`src/adt_pkg.sv`:
```
//######################################
// Address dependency table package
// Widths, access size codes and the
// types shared by the table's blocks
//######################################

package adt_pkg;

   // Table geometry
   localparam int ADDR_W = 32;
   localparam int DEPTH  = 4;
   localparam int PTR_W  = 2;

   // Granularity holds the count of ignored low address bits, 0 to 4
   localparam int GRAN_W = 3;
   localparam int SIZE_W = 3;

   // An address as seen by the load/store unit
   typedef logic [ADDR_W-1:0] addr_t;

   // Access size code
   typedef logic [SIZE_W-1:0] size_t;

   // Number of low address bits masked off in a compare
   typedef logic [GRAN_W-1:0] gran_t;

   // Entry index with a wrap bit on top
   typedef logic [PTR_W:0] ptr_t;

   // One bit per table entry
   typedef logic [DEPTH-1:0] entry_vec_t;

   // Per-entry payload as seen by the compare ports
   typedef addr_t addr_arr_t [DEPTH];
   typedef gran_t gran_arr_t [DEPTH];

   // Size codes, everything else is reserved
   localparam size_t SIZE_BYTE  = 3'd1;
   localparam size_t SIZE_HALF  = 3'd2;
   localparam size_t SIZE_WORD  = 3'd3;
   localparam size_t SIZE_DWORD = 3'd4;

endpackage

```
`src/adt_granule.sv`:
```
//######################################
// Alias granularity decoder
// Maps an access size and the address
// alignment to the ignored low bits
//######################################

module adt_granule (
   input  adt_pkg::addr_t addr_i,
   input  adt_pkg::size_t size_i,
   output adt_pkg::gran_t gran_o
);

   adt_pkg::gran_t base_gran;
   logic           aligned;

   always_comb begin
      case (size_i)
         adt_pkg::SIZE_BYTE: begin
            base_gran = 3'd0;
            aligned   = 1'b1;
         end
         adt_pkg::SIZE_HALF: begin
            base_gran = 3'd1;
            aligned   = (addr_i[0] == 1'b0);
         end
         adt_pkg::SIZE_WORD: begin
            base_gran = 3'd2;
            aligned   = (addr_i[1:0] == 2'b00);
         end
         adt_pkg::SIZE_DWORD: begin
            base_gran = 3'd3;
            aligned   = (addr_i[2:0] == 3'b000);
         end
         default: begin
            // Reserved codes end up at granularity 1
            base_gran = 3'd0;
            aligned   = 1'b0;
         end
      endcase
   end

   // Unaligned access may straddle, so widen by one bit
   assign gran_o = aligned ? base_gran : base_gran + 3'd1;

endmodule

```
`src/adt_port_match.sv`:
```
//######################################
// Address compare port
// Checks one access for overlap with
// every valid pending store
//######################################

module adt_port_match (
   input  adt_pkg::addr_t      cmp_addr_i,
   input  adt_pkg::size_t      cmp_size_i,
   input  adt_pkg::addr_arr_t  entry_addr_i,
   input  adt_pkg::gran_arr_t  entry_gran_i,
   input  adt_pkg::entry_vec_t entry_valid_i,
   output logic                hit_o
);

   adt_pkg::gran_t      cmp_gran;
   adt_pkg::entry_vec_t match;

   // Granularity of the access being checked
   adt_granule u_cmp_gran (
      .addr_i (cmp_addr_i),
      .size_i (cmp_size_i),
      .gran_o (cmp_gran)
   );

   for (genvar i = 0; i < adt_pkg::DEPTH; i++) begin : g_entry
      adt_pkg::gran_t eff_gran;
      adt_pkg::addr_t keep_mask;
      adt_pkg::addr_t diff;

      // Coarser of the two sides decides the alias window
      assign eff_gran = (entry_gran_i[i] > cmp_gran) ? entry_gran_i[i] : cmp_gran;

      assign keep_mask = {adt_pkg::ADDR_W{1'b1}} << eff_gran;
      assign diff      = cmp_addr_i ^ entry_addr_i[i];

      assign match[i] = entry_valid_i[i] && ((diff & keep_mask) == '0);
   end

   assign hit_o = |match;

endmodule

```
`src/adt_queue.sv`:
```
//######################################
// Pending store address queue
// Four ordered entries of address and
// granularity with head/tail pointers
//######################################

module adt_queue (
   input  logic                clk,
   input  logic                arst_n_i,
   input  logic                flush_i,
   input  logic                push_i,
   input  adt_pkg::addr_t      push_addr_i,
   input  adt_pkg::gran_t      push_gran_i,
   input  logic                pop_i,
   output adt_pkg::addr_arr_t  entry_addr_o,
   output adt_pkg::gran_arr_t  entry_gran_o,
   output adt_pkg::entry_vec_t entry_valid_o,
   output logic                full_o,
   output logic                empty_o
);

   adt_pkg::addr_arr_t        addr_q;
   adt_pkg::gran_arr_t        gran_q;
   adt_pkg::entry_vec_t       valid_q;
   adt_pkg::ptr_t             head_q;
   adt_pkg::ptr_t             tail_q;
   logic [adt_pkg::PTR_W-1:0] head_idx;
   logic [adt_pkg::PTR_W-1:0] tail_idx;
   logic                      push_ok;
   logic                      pop_ok;

   assign head_idx = head_q[adt_pkg::PTR_W-1:0];
   assign tail_idx = tail_q[adt_pkg::PTR_W-1:0];

   // Same index, wrap bits tell full from empty
   assign empty_o = (head_q == tail_q);
   assign full_o  = (head_q[adt_pkg::PTR_W] != tail_q[adt_pkg::PTR_W]) &&
                    (head_idx == tail_idx);

   // Back-pressure and underflow guards
   assign push_ok = push_i && !full_o;
   assign pop_ok  = pop_i && !empty_o;

   always_ff @(posedge clk or negedge arst_n_i) begin
      if (!arst_n_i) begin
         head_q  <= '0;
         tail_q  <= '0;
         valid_q <= '0;
      end else if (flush_i) begin
         head_q  <= '0;
         tail_q  <= '0;
         valid_q <= '0;
      end else begin
         // Head and tail only share an index when empty or full,
         // so a push and a pop never touch the same valid bit
         if (push_ok) begin
            valid_q[tail_idx] <= 1'b1;
            tail_q            <= tail_q + 1'b1;
         end
         if (pop_ok) begin
            valid_q[head_idx] <= 1'b0;
            head_q            <= head_q + 1'b1;
         end
      end
   end

   always_ff @(posedge clk) begin
      if (push_ok) begin
         addr_q[tail_idx] <= push_addr_i;
         gran_q[tail_idx] <= push_gran_i;
      end
   end

   assign entry_addr_o  = addr_q;
   assign entry_gran_o  = gran_q;
   assign entry_valid_o = valid_q;

endmodule

```
`src/adt_top.sv`:
```
//######################################
// Address dependency table
// Ordered pending stores with two
// combinational overlap compare ports
//######################################

module adt_top (
   input  logic           clk,
   input  logic           arst_n_i,
   input  logic           flush_i,
   input  logic           push_i,
   input  adt_pkg::addr_t push_addr_i,
   input  adt_pkg::size_t push_size_i,
   input  logic           pop_i,
   input  adt_pkg::addr_t cmp0_addr_i,
   input  adt_pkg::size_t cmp0_size_i,
   output logic           cmp0_hit_o,
   input  adt_pkg::addr_t cmp1_addr_i,
   input  adt_pkg::size_t cmp1_size_i,
   output logic           cmp1_hit_o,
   output logic           full_o,
   output logic           empty_o
);

   adt_pkg::gran_t      push_gran;
   adt_pkg::addr_arr_t  entry_addr;
   adt_pkg::gran_arr_t  entry_gran;
   adt_pkg::entry_vec_t entry_valid;

   // Granularity is fixed once at push time
   adt_granule u_push_gran (
      .addr_i (push_addr_i),
      .size_i (push_size_i),
      .gran_o (push_gran)
   );

   adt_queue u_queue (
      .clk           (clk),
      .arst_n_i      (arst_n_i),
      .flush_i       (flush_i),
      .push_i        (push_i),
      .push_addr_i   (push_addr_i),
      .push_gran_i   (push_gran),
      .pop_i         (pop_i),
      .entry_addr_o  (entry_addr),
      .entry_gran_o  (entry_gran),
      .entry_valid_o (entry_valid),
      .full_o        (full_o),
      .empty_o       (empty_o)
   );

   adt_port_match u_port0 (
      .cmp_addr_i    (cmp0_addr_i),
      .cmp_size_i    (cmp0_size_i),
      .entry_addr_i  (entry_addr),
      .entry_gran_i  (entry_gran),
      .entry_valid_i (entry_valid),
      .hit_o         (cmp0_hit_o)
   );

   adt_port_match u_port1 (
      .cmp_addr_i    (cmp1_addr_i),
      .cmp_size_i    (cmp1_size_i),
      .entry_addr_i  (entry_addr),
      .entry_gran_i  (entry_gran),
      .entry_valid_i (entry_valid),
      .hit_o         (cmp1_hit_o)
   );

endmodule

```
`config.mk`:
```
export PLATFORM = sky130hd
export DESIGN_NAME = adt_top
export DESIGN_NICKNAME = d
export VERILOG_FILES = /design/src/adt_pkg.sv /design/src/adt_granule.sv /design/src/adt_port_match.sv /design/src/adt_queue.sv /design/src/adt_top.sv
export SDC_FILE = /design/constraint.sdc
export NUM_CORES = 1
export LEC_CHECK = 0
export BUFFER_PORTS_ARGS = -buffer_cell sky130_fd_sc_hd__buf_2
export CAP_MARGIN = 10
export CORE_MARGIN = 3
export CORE_UTILIZATION = 55
export DETAILED_ROUTE_END_ITERATION = 8
export GPL_TIMING_DRIVEN = 0
export PLACE_DENSITY = 0.85
export SLEW_MARGIN = 20
export SYNTH_ARGS = -nofsm -noshare
export SYNTH_HDL_FRONTEND = slang
export SYNTH_SLANG_ARGS = --single-unit
```
`constraint.sdc`:
```
create_clock -name clk -period 5.8 [get_ports clk]
set_input_delay 0.58 -clock clk [delete_from_list [all_inputs] [get_ports clk]]
set_output_delay 0.58 -clock clk [all_outputs]
set_load 0.02 [all_outputs]
```
# Word level (Yosys, flattened, before mapping)
# Index checks and enable logic that the tools add are counted.
# word_totals
input_bits	110
register_bits	150
wordCells	145
out_inout_bits	4
# op_classes
shift	8
n_bitwise	23
magnitude_cmp	14
eq_ne	15
add_sub_neg	5
muxes	35
n_reduce_logical	34
# op_table
op	count
AND 32 bit	8
logical NOT 32 bit	8
<< shifter 32 x 3 -> 32 bit (first input constant)	8
bitwise XOR 32 bit	8
bitwise mux 128 bit	1
demux 32 bit (select 2 bit)	1
2-to-1 mux 3 bit	16
2-to-1 mux 32 bit	1
greater-than comparator 3 bit	8
== test 3 x 2 -> 1 bit (second input constant)	6
one-hot mux 2 bit (3 select lines)	3
2-to-1 mux 4 bit	4
logical AND 1 bit	14
adder 3 x 1 -> 3 bit (second input constant)	4
bitwise mux 12 bit	1
one-hot mux 1 bit (4 select lines)	3
== test 3 x 1 -> 1 bit (second input constant)	3
== test 3 bit (second input constant)	3
logical NOT 3 bit	3
OR reduction 4 bit	2
demux 3 bit (select 2 bit)	1
logical NOT 2 bit	3
less-than comparator 2 x 3 -> 1 bit (second input constant)	2
AND 4 bit	1
other kinds (15)	22

# Depth between registers and ports, before layout
# Gate-level depths: netlist of run 1.
# logic_depth
depth_word	11
ltp_mapped	17
ltp_nobuf	16

# Cells and area by module
# A second synthesis of run 1 with hierarchy kept.
# hier_totals
hier_cells	816
hier_area_um2	9464.1
# by_module_without_submodules
mod	cells_per_inst	n_inst	seq_area_each_um2	area_per_inst_um2
adt_queue	237	1	4454.3	5031.1
adt_port_match at u_port1	276	1	0.0	2134.5
adt_port_match at u_port0	270	1	0.0	2065.7
adt_granule	11	3	0.0	77.6

# Worst setup path after synthesis of run 1
# Ideal clock, no wire load.
# synth_path
kind	input port to output port
from	input cmp0_size_i[1]
to	output cmp0_hit_o
path_stages	16
slack_ps	1554
n_path_buf	1
arrival_time_ps	3666
t_required_ps	5220
path_cell_list	buf_6 xnor2_1 nor2_1 ha_1 nand2b_1 o311a_1 o31a_2 inv_1 ha_1 nor2b_1 o21ai_0 a21oi_1 or3b_1 a221o_1 a221oi_2 a311o_1
# synth_between
elab_chain_cells	11
elab_cells_between_ends	33
cone_classes	add/sub (1); order compare (4); eq/ne (4); shift (4); mux (7); bitwise (4); reduce/logical (9)
# synth_rtl
element	line_no	source
start: declaration	adt_top.sv:16	input adt_pkg::size_t cmp0_size_i,
== test 3 bit / == test 3 x 2 -> 1 bit (equally long branches)	adt_granule.sv:17	case (size_i)
one-hot mux 2 bit (3 select lines)	adt_granule.sv:17	
adder 3 x 1 -> 3 bit	adt_granule.sv:43	assign gran_o = aligned ? base_gran : base_gran + 3'd1;
2-to-1 mux 3 bit *	adt_granule.sv:43	
greater-than comparator 3 bit	adt_port_match.sv:32	assign eff_gran = (entry_gran_i[i] > cmp_gran) ? entry_gran_i[i] : cmp_gran;
2-to-1 mux 3 bit	adt_port_match.sv:32	
<< shifter 32 x 3 -> 32 bit	adt_port_match.sv:34	assign keep_mask = {adt_pkg::ADDR_W{1'b1}} << eff_gran;
AND 32 bit	adt_port_match.sv:37	assign match[i] = entry_valid_i[i] && ((diff & keep_mask) == '0);
logical NOT 32 bit	adt_port_match.sv:37	
logical AND 1 bit	adt_port_match.sv:37	
OR reduction 4 bit *	adt_port_match.sv:40	assign hit_o = |match;
end: declaration	adt_top.sv:17	output logic cmp0_hit_o,
# Every way passes the cells marked *; elsewhere a longest branch is shown, timed or not.

# Final worst setup path of run 1
# Ends and elaborated chain as after synthesis.

==> Flow_metrics.wiki, run 1 <==
{| class="wikitable"
! Metric !! Value
|-
| Run status || finished clean
|-
| Overall global routing resource usage || 28.1%
|-
| Post-route setup slack || 957 ps
|-
| Period utilization || 83.5%
|-
| Max-slew violation count || 0
|-
| Cells after synthesis || 789
|-
| Remaining max-slew budget at the tightest pin || 43.5%
|-
| DRC marker count from the first detailed-route iteration || 767
|-
| Cell type with the highest aggregate area in the netlist || sky130_fd_sc_hd__edfxtp_1
|-
| Setup-violating endpoint count in the final report || 0
|-
| Max IR drop VDD || 0.215 mV
|-
| Most frequent standard cell in the layout excluding fill and tap cells || sky130_fd_sc_hd__edfxtp_1
|-
| Layout-stage area growth over the synthesis result || 15.7%
|-
| Number of global-route vias before repair || 6915
|-
| Inserted Clock Buffers || 17
|-
| Core area || 16600 µm²
|-
| CTS tree || yes
|-
| Clock latency reported for the late side of the worst-skew pair || 430 ps
|-
| Wirelength per Cell || 22.4 µm
|-
| Clk slew on worst S/H paths || 60 ps
|-
| Number of placed instances with taps included || 1112
|-
| # H-tree levels || 4
|-
| Worst setup SP type || input port
|-
| Vias per cell || 6.05
|-
| Sum Neg Setup Slack || 0 ps
|-
| Leading cell types in the layout, fill and taps excluded || 140 x sky130_fd_sc_hd__edfxtp_1, 138 x sky130_fd_sc_hd__xor2_1, 129 x sky130_fd_sc_hd__xnor2_1, 102 x sky130_fd_sc_hd__buf_2, 35 x sky130_fd_sc_hd__ha_1
|-
| Post-route minimum period || 4840 ps
|-
| Number of nets at the end of the flow || 1057
|-
| Critical path endpoint category || output port
|-
| Total standard cell area after synthesis || 9380 µm²
|-
| Number of hold-slack violations in the final timing report || 0
|-
| Number of placement rows || 47
|-
| Bufs on Longest Clock Path || 2
|-
| Setup WS pre-CTS || 1070 ps
|-
| Max-cap violation count || 0
|-
| Share of flip-flops with an asynchronous set or reset || 6.67%
|-
| Post-synth EDFFs || 140
|-
| Number of synthesized register bits || 150
|-
| Class of the most critical hold timing path || input port to flip-flop
|-
| Warning count from the yosys run || 0
|-
| WL final || 25600 µm
|-
| Layout cells sized above 1 || 18.5%
|-
| Count of placed standard cells in the final layout, fillers left out || 1145
|-
| Port Buffer Count || 99
|-
| DR pass1 iterations || 7
|-
| First-pass GRT wire length || 38400 µm
|-
| Post-DRT Antenna Nets || 0
|-
| Maximum clock skew at final layout || 3.93 ps
|-
| Sequential cell area fraction in the yosys report || 47.5%
|-
| Classification of the worst setup path || input port to output port
|-
| Mean post-synth cell area || 11.9 µm²
|-
| Data required time of the critical path || 5220 ps
|-
| Root buffer selected by CTS || sky130_fd_sc_hd__clkbuf_16
|-
| Grt ovf || 0
|-
| Maximum number of pins on one net before global-route repair || 21
|-
| Net Count, Synth || 934
|-
| Leading cell types by total area after synthesis || sky130_fd_sc_hd__edfxtp_1 45%, sky130_fd_sc_hd__xor2_1 13%, sky130_fd_sc_hd__xnor2_1 12%
|-
| Multi-input gate area || 4750 µm²
|-
| Most used flip-flop cell after synthesis || sky130_fd_sc_hd__edfxtp_1
|-
| Die width || 137 µm
|-
| Total DRC errors in the routed layout || 0
|-
| Critical path peak fanout || 8
|-
| Data arrival at the endpoint of the critical path || 4260 ps
|-
| Number of antenna violations at the first check in global routing || 0
|-
| Count of clock tree sinks || 150
|-
| Total Power Consumption || 2930 µW
|-
| Worst-margin pin slew || 836 ps
|-
| Cell area power density || 270 nW/µm²
|-
| Share of Yosys cell area claimed by the top area cell type || 44.8%
|-
| Top-Level Pins || 114
|-
| Maximum clock frequency || 206 MHz
|-
| Starting utilization of the core area || 56.3%
|-
| Final HPWL from detailed placement || 20100 µm
|-
| Final weighted congestion of routability-driven global placement || 0.983
|-
| Total number of vias || 6929
|-
| Vert. Die Dim || 137 µm
|-
| Setup repair after global routing missed its margin || false
|-
| Area taken by flip-flops and latches || 4450 µm²
|-
| Number of distinct library cells after synthesis || 69
|-
| Die Outline Area || 18600 µm²
|-
| Static Leakage || 0.00393 µW
|-
| Antenna diode instance count || 0
|-
| Number of fillers in the final layout || 1238
|-
| Post-CTS setup buffer count || 0
|}
## state kept, by name, indices dropped and copies added (netlist names)
signal and cells:
u_queue.entry_addr_o 128, u_queue.entry_valid_o 4, u_queue.entry_gran_o 12, u_queue.tail_q 3, u_queue.head_q 3
## path summary, 6_finish.rpt
| kind | start | endpoint | slack (ps) | depth (start not counted) |
|---|---|---|---|---|
| max in group asynchronous | arst_n_i | u_queue.entry_valid_o[1] | 5060 | 2 |
| min reg2reg | u_queue.tail_q[2] | u_queue.tail_q[2] | 570 | 2 |
| max reg2reg | u_queue.head_q[0] | u_queue.entry_valid_o[3] | 3360 | 7 |
| min in group asynchronous | arst_n_i | u_queue.head_q[2] | 550 | 2 |
| min | push_addr_i[29] | u_queue.entry_addr_o[93] | 360 | 1 |
| max | cmp0_size_i[1] | cmp0_hit_o | 960 | 16 |
## per-stage QoR
step	area, µm²	utilization (%)	hold WS [ps]
global placement	10100	61.0	451
global route	10900	65.2	357
detailed placement	10300	61.7	451
CTS	10900	65.2	351
finish	10900	65.2	360
floorplan	9380	-	284
## power by group
part / switching [µW] / internal [µW] / leakage [µW]
registers: 49.3 / 1250 / 0.00142
clock network: 447 / 637 / 0.000275
logic: 326 / 227 / 0.00223
total: 822 / 2110 / 0.00393
## Yosys cell counts (2+ instances only)
cell / n
sky130_fd_sc_hd__nor2b_1: 4
sky130_fd_sc_hd__nand4_1: 23
sky130_fd_sc_hd__nand3b_1: 4
sky130_fd_sc_hd__a22oi_1: 3
sky130_fd_sc_hd__o21bai_1: 2
sky130_fd_sc_hd__a21bo_2: 2
sky130_fd_sc_hd__buf_2: 3
sky130_fd_sc_hd__edfxtp_1: 140
sky130_fd_sc_hd__nor3_1: 11
sky130_fd_sc_hd__or3_1: 2
sky130_fd_sc_hd__a221oi_1: 3
sky130_fd_sc_hd__a21oi_1: 22
sky130_fd_sc_hd__o21ai_0: 16
sky130_fd_sc_hd__xor2_1: 138
sky130_fd_sc_hd__o31ai_1: 4
sky130_fd_sc_hd__ha_1: 35
sky130_fd_sc_hd__nand2_1: 27
sky130_fd_sc_hd__mux2_2: 9
sky130_fd_sc_hd__clkbuf_1: 6
sky130_fd_sc_hd__o22ai_1: 3
sky130_fd_sc_hd__o221ai_1: 3
sky130_fd_sc_hd__a21o_1: 3
sky130_fd_sc_hd__mux2i_1: 9
sky130_fd_sc_hd__and2_1: 7
sky130_fd_sc_hd__o32ai_2: 2
sky130_fd_sc_hd__a211oi_1: 5
sky130_fd_sc_hd__o2111ai_1: 5
sky130_fd_sc_hd__a2111oi_0: 2
sky130_fd_sc_hd__o31a_1: 2
sky130_fd_sc_hd__nor3b_1: 2
sky130_fd_sc_hd__inv_1: 20
sky130_fd_sc_hd__nor2_1: 29
sky130_fd_sc_hd__xnor2_1: 129
sky130_fd_sc_hd__nand3_1: 22
sky130_fd_sc_hd__buf_6: 3
sky130_fd_sc_hd__nor4_1: 33
sky130_fd_sc_hd__or3b_1: 2
sky130_fd_sc_hd__nand2b_1: 6
sky130_fd_sc_hd__dfrtp_1: 10
sky130_fd_sc_hd__a32oi_1: 4
sky130_fd_sc_hd__o21a_1: 6
## final cells by class
cell class,count,share of cell area [%]
Multi-Input combinational cell,604,43.8
Sequential cell,150,41.1
Timing Repair Buffer,104,5.67
Clock buffer,18,3.96
Tap cell,220,2.54
Clock inverter,14,1.38
Buffer,15,0.957
Inverter,20,0.692
## worst max-delay path, stage by stage
cell,delay (ps)
sky130_fd_sc_hd__buf_6,120
sky130_fd_sc_hd__xnor2_1,220
sky130_fd_sc_hd__nor2_1,80
sky130_fd_sc_hd__ha_1,300
sky130_fd_sc_hd__nand2b_1,100
sky130_fd_sc_hd__o311a_1,150
sky130_fd_sc_hd__o31a_2,240
sky130_fd_sc_hd__inv_1,140
sky130_fd_sc_hd__ha_1,310
sky130_fd_sc_hd__nor2b_1,140
sky130_fd_sc_hd__o21a_1,180
sky130_fd_sc_hd__o41ai_1,690
sky130_fd_sc_hd__o2111ai_1,240
sky130_fd_sc_hd__o32ai_1,380
sky130_fd_sc_hd__a311o_1,210
sky130_fd_sc_hd__buf_2,180
## layer usage
metal | share of wire, % | GRT usage [%]
met1 | 38 | 34.1
met4 | 4.3 | 13.4
met2 | 51 | 48.7
met5 | 0 | 0
met3 | 7.1 | 4.82
## kinds of logic after synthesis
logic type | Yosys count | share of synthesized area, %
DFF | 150 | 47.5
adders and majority gates | 35 | 4.67
muxes | 18 | 2.04
buffers and inverters | 35 | 1.91
and+or+nand+nor | 182 | 10.8
xor gates and xnor gates | 267 | 24.9
AOI/OAI and AO/OA | 102 | 8.15
## timing repair
item                                   CTS  global route
gates resized for setup                  0             0
hold buffers                             1             0
endpoints found under the hold margin    9             0
No activity file was read; power rests on OpenSTA's default activity.
==> run 2, diff against run 1 <==
--- a/config.mk
+++ b/config.mk
@@ -5,13 +5,14 @@
 export SDC_FILE = /design/constraint.sdc
 export NUM_CORES = 1
 export LEC_CHECK = 0
+export ABC_AREA = 1
 export BUFFER_PORTS_ARGS = -buffer_cell sky130_fd_sc_hd__buf_2
 export CAP_MARGIN = 10
 export CORE_MARGIN = 3
-export CORE_UTILIZATION = 55
+export CORE_UTILIZATION = 54
 export DETAILED_ROUTE_END_ITERATION = 8
 export GPL_TIMING_DRIVEN = 0
-export PLACE_DENSITY = 0.85
+export PLACE_DENSITY = 0.87
 export SLEW_MARGIN = 20
 export SYNTH_ARGS = -nofsm -noshare
 export SYNTH_HDL_FRONTEND = slang
==> constraint.sdc (replaced) <==
create_clock -name clk -period 4.15 [get_ports clk]
set_input_delay 0.415 -clock clk [delete_from_list [all_inputs] [get_ports clk]]
set_output_delay 0.415 -clock clk [all_outputs]
set_load 0.02 [all_outputs]
==> run 2 against run 1 <==
  * Count of clock-buffer cells in the layout is the same
  * Synthesized cell count grew 51%
  * Power grew 45%
  * Via count grew 35%
  * Worst hold slack lost 160 ps
  * Synthesized area grew 6.0%
  * Global-route usage grew 8.0 points
  * Sequential power grew 41%
  * Critical path type unchanged
==> Flow_metrics.wiki, run 2 <==
{| class="wikitable"
! Metric !! Value
|-
| Run status || finished clean
|-
| Layout-stage area growth over the synthesis result || 15.6%
|-
| CTS tree || yes
|-
| Number of distinct library cells after synthesis || 39
|-
| Sequential cell area fraction in the yosys report || 44.8%
|-
| Die width || 142 µm
|-
| Number of flip-flops under the largest register name || 128
|-
| DRC marker count from the first detailed-route iteration || 1123
|-
| Die Outline Area || 20100 µm²
|-
| Static Leakage || 0.00515 µW
|-
| Total number of vias || 9332
|-
| Worst path top cell family by delay || simple AND/OR/NAND/NOR gates
|-
| # H-tree levels || 4
|-
| Most frequent standard cell in the layout excluding fill and tap cells || sky130_fd_sc_hd__nand2_1
|-
| Wirelength per Cell || 23.1 µm
|-
| Port Buffer Count || 105
|-
| Clock latency reported for the late side of the worst-skew pair || 430 ps
|-
| Layout cells sized above 1 || 14.0%
|-
| Net Count, Synth || 1340
|-
| Max-slew violation count || 0
|-
| Worst hold path startpoint || push_addr_i[31]
|-
| Cells after synthesis || 1195
|-
| Post-synth EDFFs || 140
|-
| Critical path peak fanout || 8
|-
| Core area || 17700 µm²
|-
| Worst setup SP type || input port
|-
| Overall global routing resource usage || 36.2%
|-
| Fin area || 11500 µm²
|-
| Clk slew on worst S/H paths || 60 ps
|-
| Setup repair after global routing missed its margin || false
|-
| Max IR drop VDD || 0.293 mV
|-
| Vert. Die Dim || 142 µm
|-
| Sequence of cells on the critical path || buf_2 > inv_1 > nand3_4 > nand2_1 > ha_1 > o21ai_2 > ha_1 > nand2_1 > nor2_1 > nor2_1 > inv_1 > nand2_1 > nand2_2 > nand2_1 > nand2_1 > nand2_1 > nand2_1 > nor2_1 > nand2_1 > nand2_1 > inv_1 > nand2_1 > buf_2
|-
| Critical path's slowest cell || sky130_fd_sc_hd__o21ai_2
|-
| Number of antenna violations at the first check in global routing || 0
|-
| Post-DRT Antenna Nets || 0
|-
| Count of clock tree sinks || 150
|-
| WL final || 36100 µm
|-
| Classification of the worst setup path || input port to output port
|-
| Final weighted congestion of routability-driven global placement || 1.09
|-
| Vias per cell || 5.97
|-
| Number of hold-slack violations in the final timing report || 0
|-
| Maximum number of pins on one net before global-route repair || 24
|-
| Leading cell types by total area after synthesis || sky130_fd_sc_hd__edfxtp_1 42%, sky130_fd_sc_hd__nand2_1 10%, sky130_fd_sc_hd__xor2_1 7.0%
|-
| Mean post-synth cell area || 8.32 µm²
|-
| Remaining max-slew budget at the tightest pin || 29.4%
|-
| Bufs on Longest Clock Path || 2
|-
| Max-cap violation count || 0
|-
| Inserted Clock Buffers || 17
|-
| Total cell area at the placement stage || 10900 µm²
|-
| FF-to-FF Start || u_queue.head_q[0]
|-
| Grt ovf || 0
|-
| Maximum clock skew at final layout || 19.4 ps
|-
| Most common cell type on the critical path || sky130_fd_sc_hd__nand2_1
|-
| Top-count cell post-synth || sky130_fd_sc_hd__nand2_1
|-
| Data arrival at the endpoint of the critical path || 3180 ps
|-
| Number of global-route vias before repair || 9210
|-
| Most used flip-flop cell after synthesis || sky130_fd_sc_hd__edfxtp_1
|-
| Share of Yosys cell area claimed by the top area cell type || 42.3%
|-
| Number of nets at the end of the flow || 1469
|-
| Total of cells resized after clock tree synthesis || 0
|-
| Sum Neg Setup Slack || 0 ps
|-
| Critical path endpoint category || output port
|-
| DR pass1 iterations || 7
|-
| Worst path max stage delay || 380 ps
|-
| Cell area power density || 371 nW/µm²
|-
| Antenna diode instance count || 0
|-
| Root buffer selected by CTS || sky130_fd_sc_hd__clkbuf_16
|-
| Cell type with the highest aggregate area in the netlist || sky130_fd_sc_hd__edfxtp_1
|-
| Post-route minimum period || 3590 ps
|-
| Setup-violating endpoint count in the final report || 0
|-
| First-pass GRT wire length || 53500 µm
|-
| Period utilization || 86.5%
|-
| Leading cell types in the layout, fill and taps excluded || 265 x sky130_fd_sc_hd__nand2_1, 174 x sky130_fd_sc_hd__inv_1, 148 x sky130_fd_sc_hd__nor2_1, 140 x sky130_fd_sc_hd__edfxtp_1, 106 x sky130_fd_sc_hd__buf_2
|-
| Data required time of the critical path || 3730 ps
|-
| Number of buffers and inverters on the critical path || 5
|-
| Top cells by instance count after synthesis || 265 x sky130_fd_sc_hd__nand2_1, 174 x sky130_fd_sc_hd__inv_1, 152 x sky130_fd_sc_hd__nor2_1, 140 x sky130_fd_sc_hd__edfxtp_1, 103 x sky130_fd_sc_hd__o22ai_1
|-
| Number of synthesized register bits || 150
|-
| Utilization after layout || 65.1%
|-
| Share of flip-flops with an asynchronous set or reset || 6.67%
|-
| Total DRC errors in the routed layout || 0
|-
| Total Power Consumption || 4270 µW
|-
| Worst-margin pin slew || 1050 ps
|-
| Warning count from the yosys run || 0
|-
| Class of the most critical hold timing path || input port to flip-flop
|-
| Final HPWL from detailed placement || 29300 µm
|-
| Number of placement rows || 48
|-
| Maximum clock frequency || 278 MHz
|-
| CP Launch Point || cmp1_size_i[1]
|-
| Starting utilization of the core area || 56.3%
|-
| Total standard cell area after synthesis || 9940 µm²
|-
| Top-Level Pins || 114
|}
run 2: final cells by class:
type / count / area [µm²]
plain buffers: 8 / 61.3
clock buffers: 18 / 429
clock inverters: 14 / 174
fillers: 1504 / 6160
inverters: 179 / 672
multi-input cells: 858 / 4780
flip-flops and latches: 150 / 4450
well taps: 225 / 282
repair buffers: 110 / 638
run 2: cells by family after synthesis:
family,count (synthesis),share of synthesized area [%]
buf+inv,187,7.38
simple gates,530,22.6
xor+xnor,99,8.72
compound gates,194,12.0
fa+ha+maj,35,4.41
flops,150,44.8
run 2: what timing repair did:
action | 4_1_cts | 5_1_grt
buffers inserted | 0 | 0
hold buffers | 1 | 0
endpoints found under the hold margin | 10 | 0
run 2: where the power goes:
group / leakage (µW) / total [µW] / internal (µW) / switching (µW)
combinational: 0.00344 / 855 / 293 / 562
clock: 0.000285 / 1580 / 951 / 634
sequential: 0.00142 / 1830 / 1750 / 83.6
total: 0.00515 / 4270 / 2990 / 1280
run 2: stage by stage:
| stage | instances | setup WS [ps] | hold WS (ps) |
|---|---|---|---|
| detailed placement | 1529 | 633 | 292 |
| global placement | 1525 | -66.1 | 286 |
| finish | 1562 | 559 | 202 |
| global route | 1562 | 275 | 206 |
| CTS | 1562 | 616 | 196 |
| floorplan | 1195 | 1160 | 119 |
run 2: worst reg2reg max path, stage by stage, from the launching register on:
cell and delay (ps):
sky130_fd_sc_hd__dfrtp_1 420, sky130_fd_sc_hd__inv_1 130, sky130_fd_sc_hd__nand2_1 80, sky130_fd_sc_hd__nand4_1 140, sky130_fd_sc_hd__o21ai_1 840, sky130_fd_sc_hd__nor2_4 300
sky130_fd_sc_hd__buf_12 270, sky130_fd_sc_hd__o21ai_0 180, sky130_fd_sc_hd__a21oi_1 70
run 2: final timing paths:
path | endpoint | slack [ps] | cells past startpoint
min in group asynchronous | u_queue.tail_q[1] | 380 | 2
setup reg to reg | u_queue.entry_valid_o[3] | 1600 | 8
hold / removal | u_queue.entry_addr_o[127] | 200 | 1
setup / recovery | cmp1_hit_o | 560 | 23
max in group asynchronous | u_queue.entry_valid_o[1] | 3560 | 2
hold reg to reg | u_queue.tail_q[2] | 490 | 1
run 2: metal layers:
metal  GRT usage [%]  vias up  wire (µm)
li1                -     4287          -
met1            47.3     4263      14000
met2            58.3      639      16500
met3            6.67      143       3720
met4            17.4        0       1960
met5               0        -          0
==> run 3, diff against run 2 <==
--- a/config.mk
+++ b/config.mk
@@ -9,10 +9,10 @@
 export BUFFER_PORTS_ARGS = -buffer_cell sky130_fd_sc_hd__buf_2
 export CAP_MARGIN = 10
 export CORE_MARGIN = 3
-export CORE_UTILIZATION = 54
+export CORE_UTILIZATION = 55
 export DETAILED_ROUTE_END_ITERATION = 8
 export GPL_TIMING_DRIVEN = 0
-export PLACE_DENSITY = 0.87
+export PLACE_DENSITY = 0.85
 export SLEW_MARGIN = 20
 export SYNTH_ARGS = -nofsm -noshare
 export SYNTH_HDL_FRONTEND = slang
==> constraint.sdc (replaced) <==
create_clock -name clk -period 3.6 [get_ports clk]
set_input_delay 0.36 -clock clk [delete_from_list [all_inputs] [get_ports clk]]
set_output_delay 0.36 -clock clk [all_outputs]
set_load 0.02 [all_outputs]
==> run 3 against run 2 <==
  * Worst hold slack worse by 53 ps
  * Sequential power is 15% higher
  * First-iteration DRC count is 9.4% higher
  * Clock power is 12% higher
  * Clock skew is 7.3 ps lower
  * Critical path type unchanged
  * Largest cell class unchanged
  * Highest routed layer is now met5
==> Flow_metrics.wiki, run 3 (synthesis results as in run 2) <==
{| class="wikitable"
! Metric !! Value
|-
| Class of the most critical hold timing path || input port to flip-flop
|-
| Inserted Clock Buffers || 17
|-
| Post-route setup slack || 220 ps
|-
| Starting utilization of the core area || 56.9%
|-
| Maximum number of pins on one net before global-route repair || 23
|-
| Number of fillers in the final layout || 1467
|-
| Layout-stage area growth over the synthesis result || 15.7%
|-
| Maximum clock skew at final layout || 12.1 ps
|-
| Clk slew on worst S/H paths || 70 ps
|-
| Setup WS pre-CTS || 118 ps
|-
| Post-DRT Antenna Nets || 0
|-
| Total number of vias || 9406
|-
| Final weighted congestion of routability-driven global placement || 1.07
|-
| Worst-margin pin slew || 1110 ps
|-
| Worst setup SP type || input port
|-
| Critical path endpoint category || output port
|-
| Classification of the worst setup path || input port to output port
|-
| DRC marker count from the first detailed-route iteration || 1229
|-
| Die width || 140 µm
|-
| Sequence of cells on the critical path || buf_2 > inv_2 > nand2_1 > o21ai_1 > ha_2 > o21ai_4 > buf_12 > ha_1 > nand2_1 > nor2_1 > nor2_1 > inv_1 > nand2_1 > nand2_2 > nand2_2 > nand2_1 > nand2_1 > nand2_1 > nor2_1 > nand2_1 > nand2_1 > inv_1 > nand2_1 > buf_2
|-
| Instance count along the most critical hold path || 1
|-
| Port Buffer Count || 105
|-
| Cell area power density || 426 nW/µm²
|-
| Flop-to-flop setup slack || 900 ps
|-
| Capture point of the worst reg-to-reg path || u_queue.tail_q[2]
|-
| Top-Level Pins || 114
|-
| Max-cap violation count || 0
|-
| Overall global routing resource usage || 38.3%
|-
| Clock latency reported for the late side of the worst-skew pair || 430 ps
|-
| Worst Reg2Reg Path Length in Cells || 8
|-
| Vias per cell || 6.01
|-
| Most frequent standard cell in the layout excluding fill and tap cells || sky130_fd_sc_hd__nand2_1
|-
| Max-slew violation count || 0
|-
| Worst path top cell family by delay || simple AND/OR/NAND/NOR gates
|-
| Vert. Die Dim || 140 µm
|-
| Count of clock tree sinks || 150
|-
| Number of flip-flops under the largest register name || 128
|-
| Number of global-route vias before repair || 9139
|-
| Critical path's slowest cell || sky130_fd_sc_hd__ha_2
|-
| Remaining max-slew budget at the tightest pin || 25.6%
|-
| Max IR drop VDD || 0.354 mV
|-
| Post-route minimum period || 3380 ps
|-
| Data arrival at the endpoint of the critical path || 3020 ps
|-
| Setup-violating endpoint count in the final report || 0
|-
| Smallest hold slack || 149 ps
|-
| Number of hold-slack violations in the final timing report || 0
|-
| Static Leakage || 0.00514 µW
|-
| Root buffer selected by CTS || sky130_fd_sc_hd__clkbuf_16
|-
| WL final || 37700 µm
|-
| Leading cell types in the layout, fill and taps excluded || 265 x sky130_fd_sc_hd__nand2_1, 173 x sky130_fd_sc_hd__inv_1, 147 x sky130_fd_sc_hd__nor2_1, 140 x sky130_fd_sc_hd__edfxtp_1, 106 x sky130_fd_sc_hd__buf_2
|-
| Number of nets at the end of the flow || 1471
|-
| FF-to-FF Start || u_queue.tail_q[0]
|-
| Data required time of the critical path || 3240 ps
|-
| Most common cell type on the critical path || sky130_fd_sc_hd__nand2_1
|-
| Core area || 17500 µm²
|-
| DR pass1 iterations || 6
|-
| Grt ovf || 0
|-
| Final HPWL from detailed placement || 30300 µm
|-
| Maximum clock frequency || 296 MHz
|-
| Period utilization || 93.9%
|-
| Worst hold endpoint || u_queue.entry_addr_o[126]
|-
| Bufs on Longest Clock Path || 2
|-
| Die Outline Area || 19700 µm²
|-
| CTS tree || yes
|-
| Worst hold path startpoint || push_addr_i[30]
|-
| Number of antenna violations at the first check in global routing || 1
|-
| Wirelength per Cell || 24.1 µm
|-
| # H-tree levels || 4
|-
| Setup repair after global routing missed its margin || false
|-
| Number of buffers and inverters on the critical path || 6
|-
| Critical path peak fanout || 5
|-
| Total DRC errors in the routed layout || 0
|-
| Worst path max stage delay || 320 ps
|-
| Layout cells sized above 1 || 14.5%
|-
| First-pass GRT wire length || 55600 µm
|-
| Number of placement rows || 48
|-
| Run status || finished clean
|}
==> run 3: worst max-delay path by stage <==
stage                 startpoint                 to  cells after the start
2_1_floorplan     cmp1_size_i[1]         cmp1_hit_o                     21
3_3_place_gp   u_queue.head_q[0]  u_queue.tail_q[2]                      7
3_5_place_dp      cmp1_size_i[1]         cmp1_hit_o                     23
4_1_cts           cmp1_size_i[1]         cmp1_hit_o                     23
5_1_grt           cmp0_size_i[1]         cmp0_hit_o                     25
6_report          cmp1_size_i[2]         cmp1_hit_o                     24
==> run 3: per-layer routing <==
layer | GRT usage [%] | vias to the layer above | part of all wire, %
met5 | 0 | - | 0.032
met4 | 17.1 | 2 | 4.5
met3 | 7.75 | 106 | 10
met2 | 60.1 | 621 | 46
met1 | 51.7 | 4386 | 39
li1 | - | 4291 | -
==> run 3: what timing repair did <==
action | in CTS | in global routing
gates resized for setup | 0 | 7
hold buffers | 1 | 0
setup endpoints to repair | 0 | 2
hold endpoints to repair | 10 | 0
buffers inserted | 0 | 2
==> run 3: final cells by class <==
type,count,area [µm²],area share (%)
well taps,225,282,2.45
repair buffers,112,651,5.66
multi-input cells,858,4800,41.7
diodes,1,2.50,0.0218
inverters,179,672,5.84
flip-flops and latches,150,4450,38.7
clock inverters,13,145,1.26
plain buffers,8,61.3,0.533
clock buffers,19,433,3.76
==> run 3: per-stage QoR <==
stage	utilization (%)	instances	total power (µW)	area [µm²]	TNS [ps]
2_1_floorplan	-	1195	2700	9940	0
3_3_place_gp	61.5	1525	3070	10700	-62340
3_5_place_dp	62.2	1529	3110	10900	0
4_1_cts	65.5	1562	4860	11500	0
5_1_grt	65.8	1564	5090	11500	0
6_report	65.8	1565	4900	11500	0
==> run 3: report_power, final <==
group          leakage [µW]  internal [µW]  switching (µW)  total [µW]
Clock              0.000275           1030             742        1770
Sequential          0.00142           2010            96.3        2110
Combinational       0.00344            346             671        1020
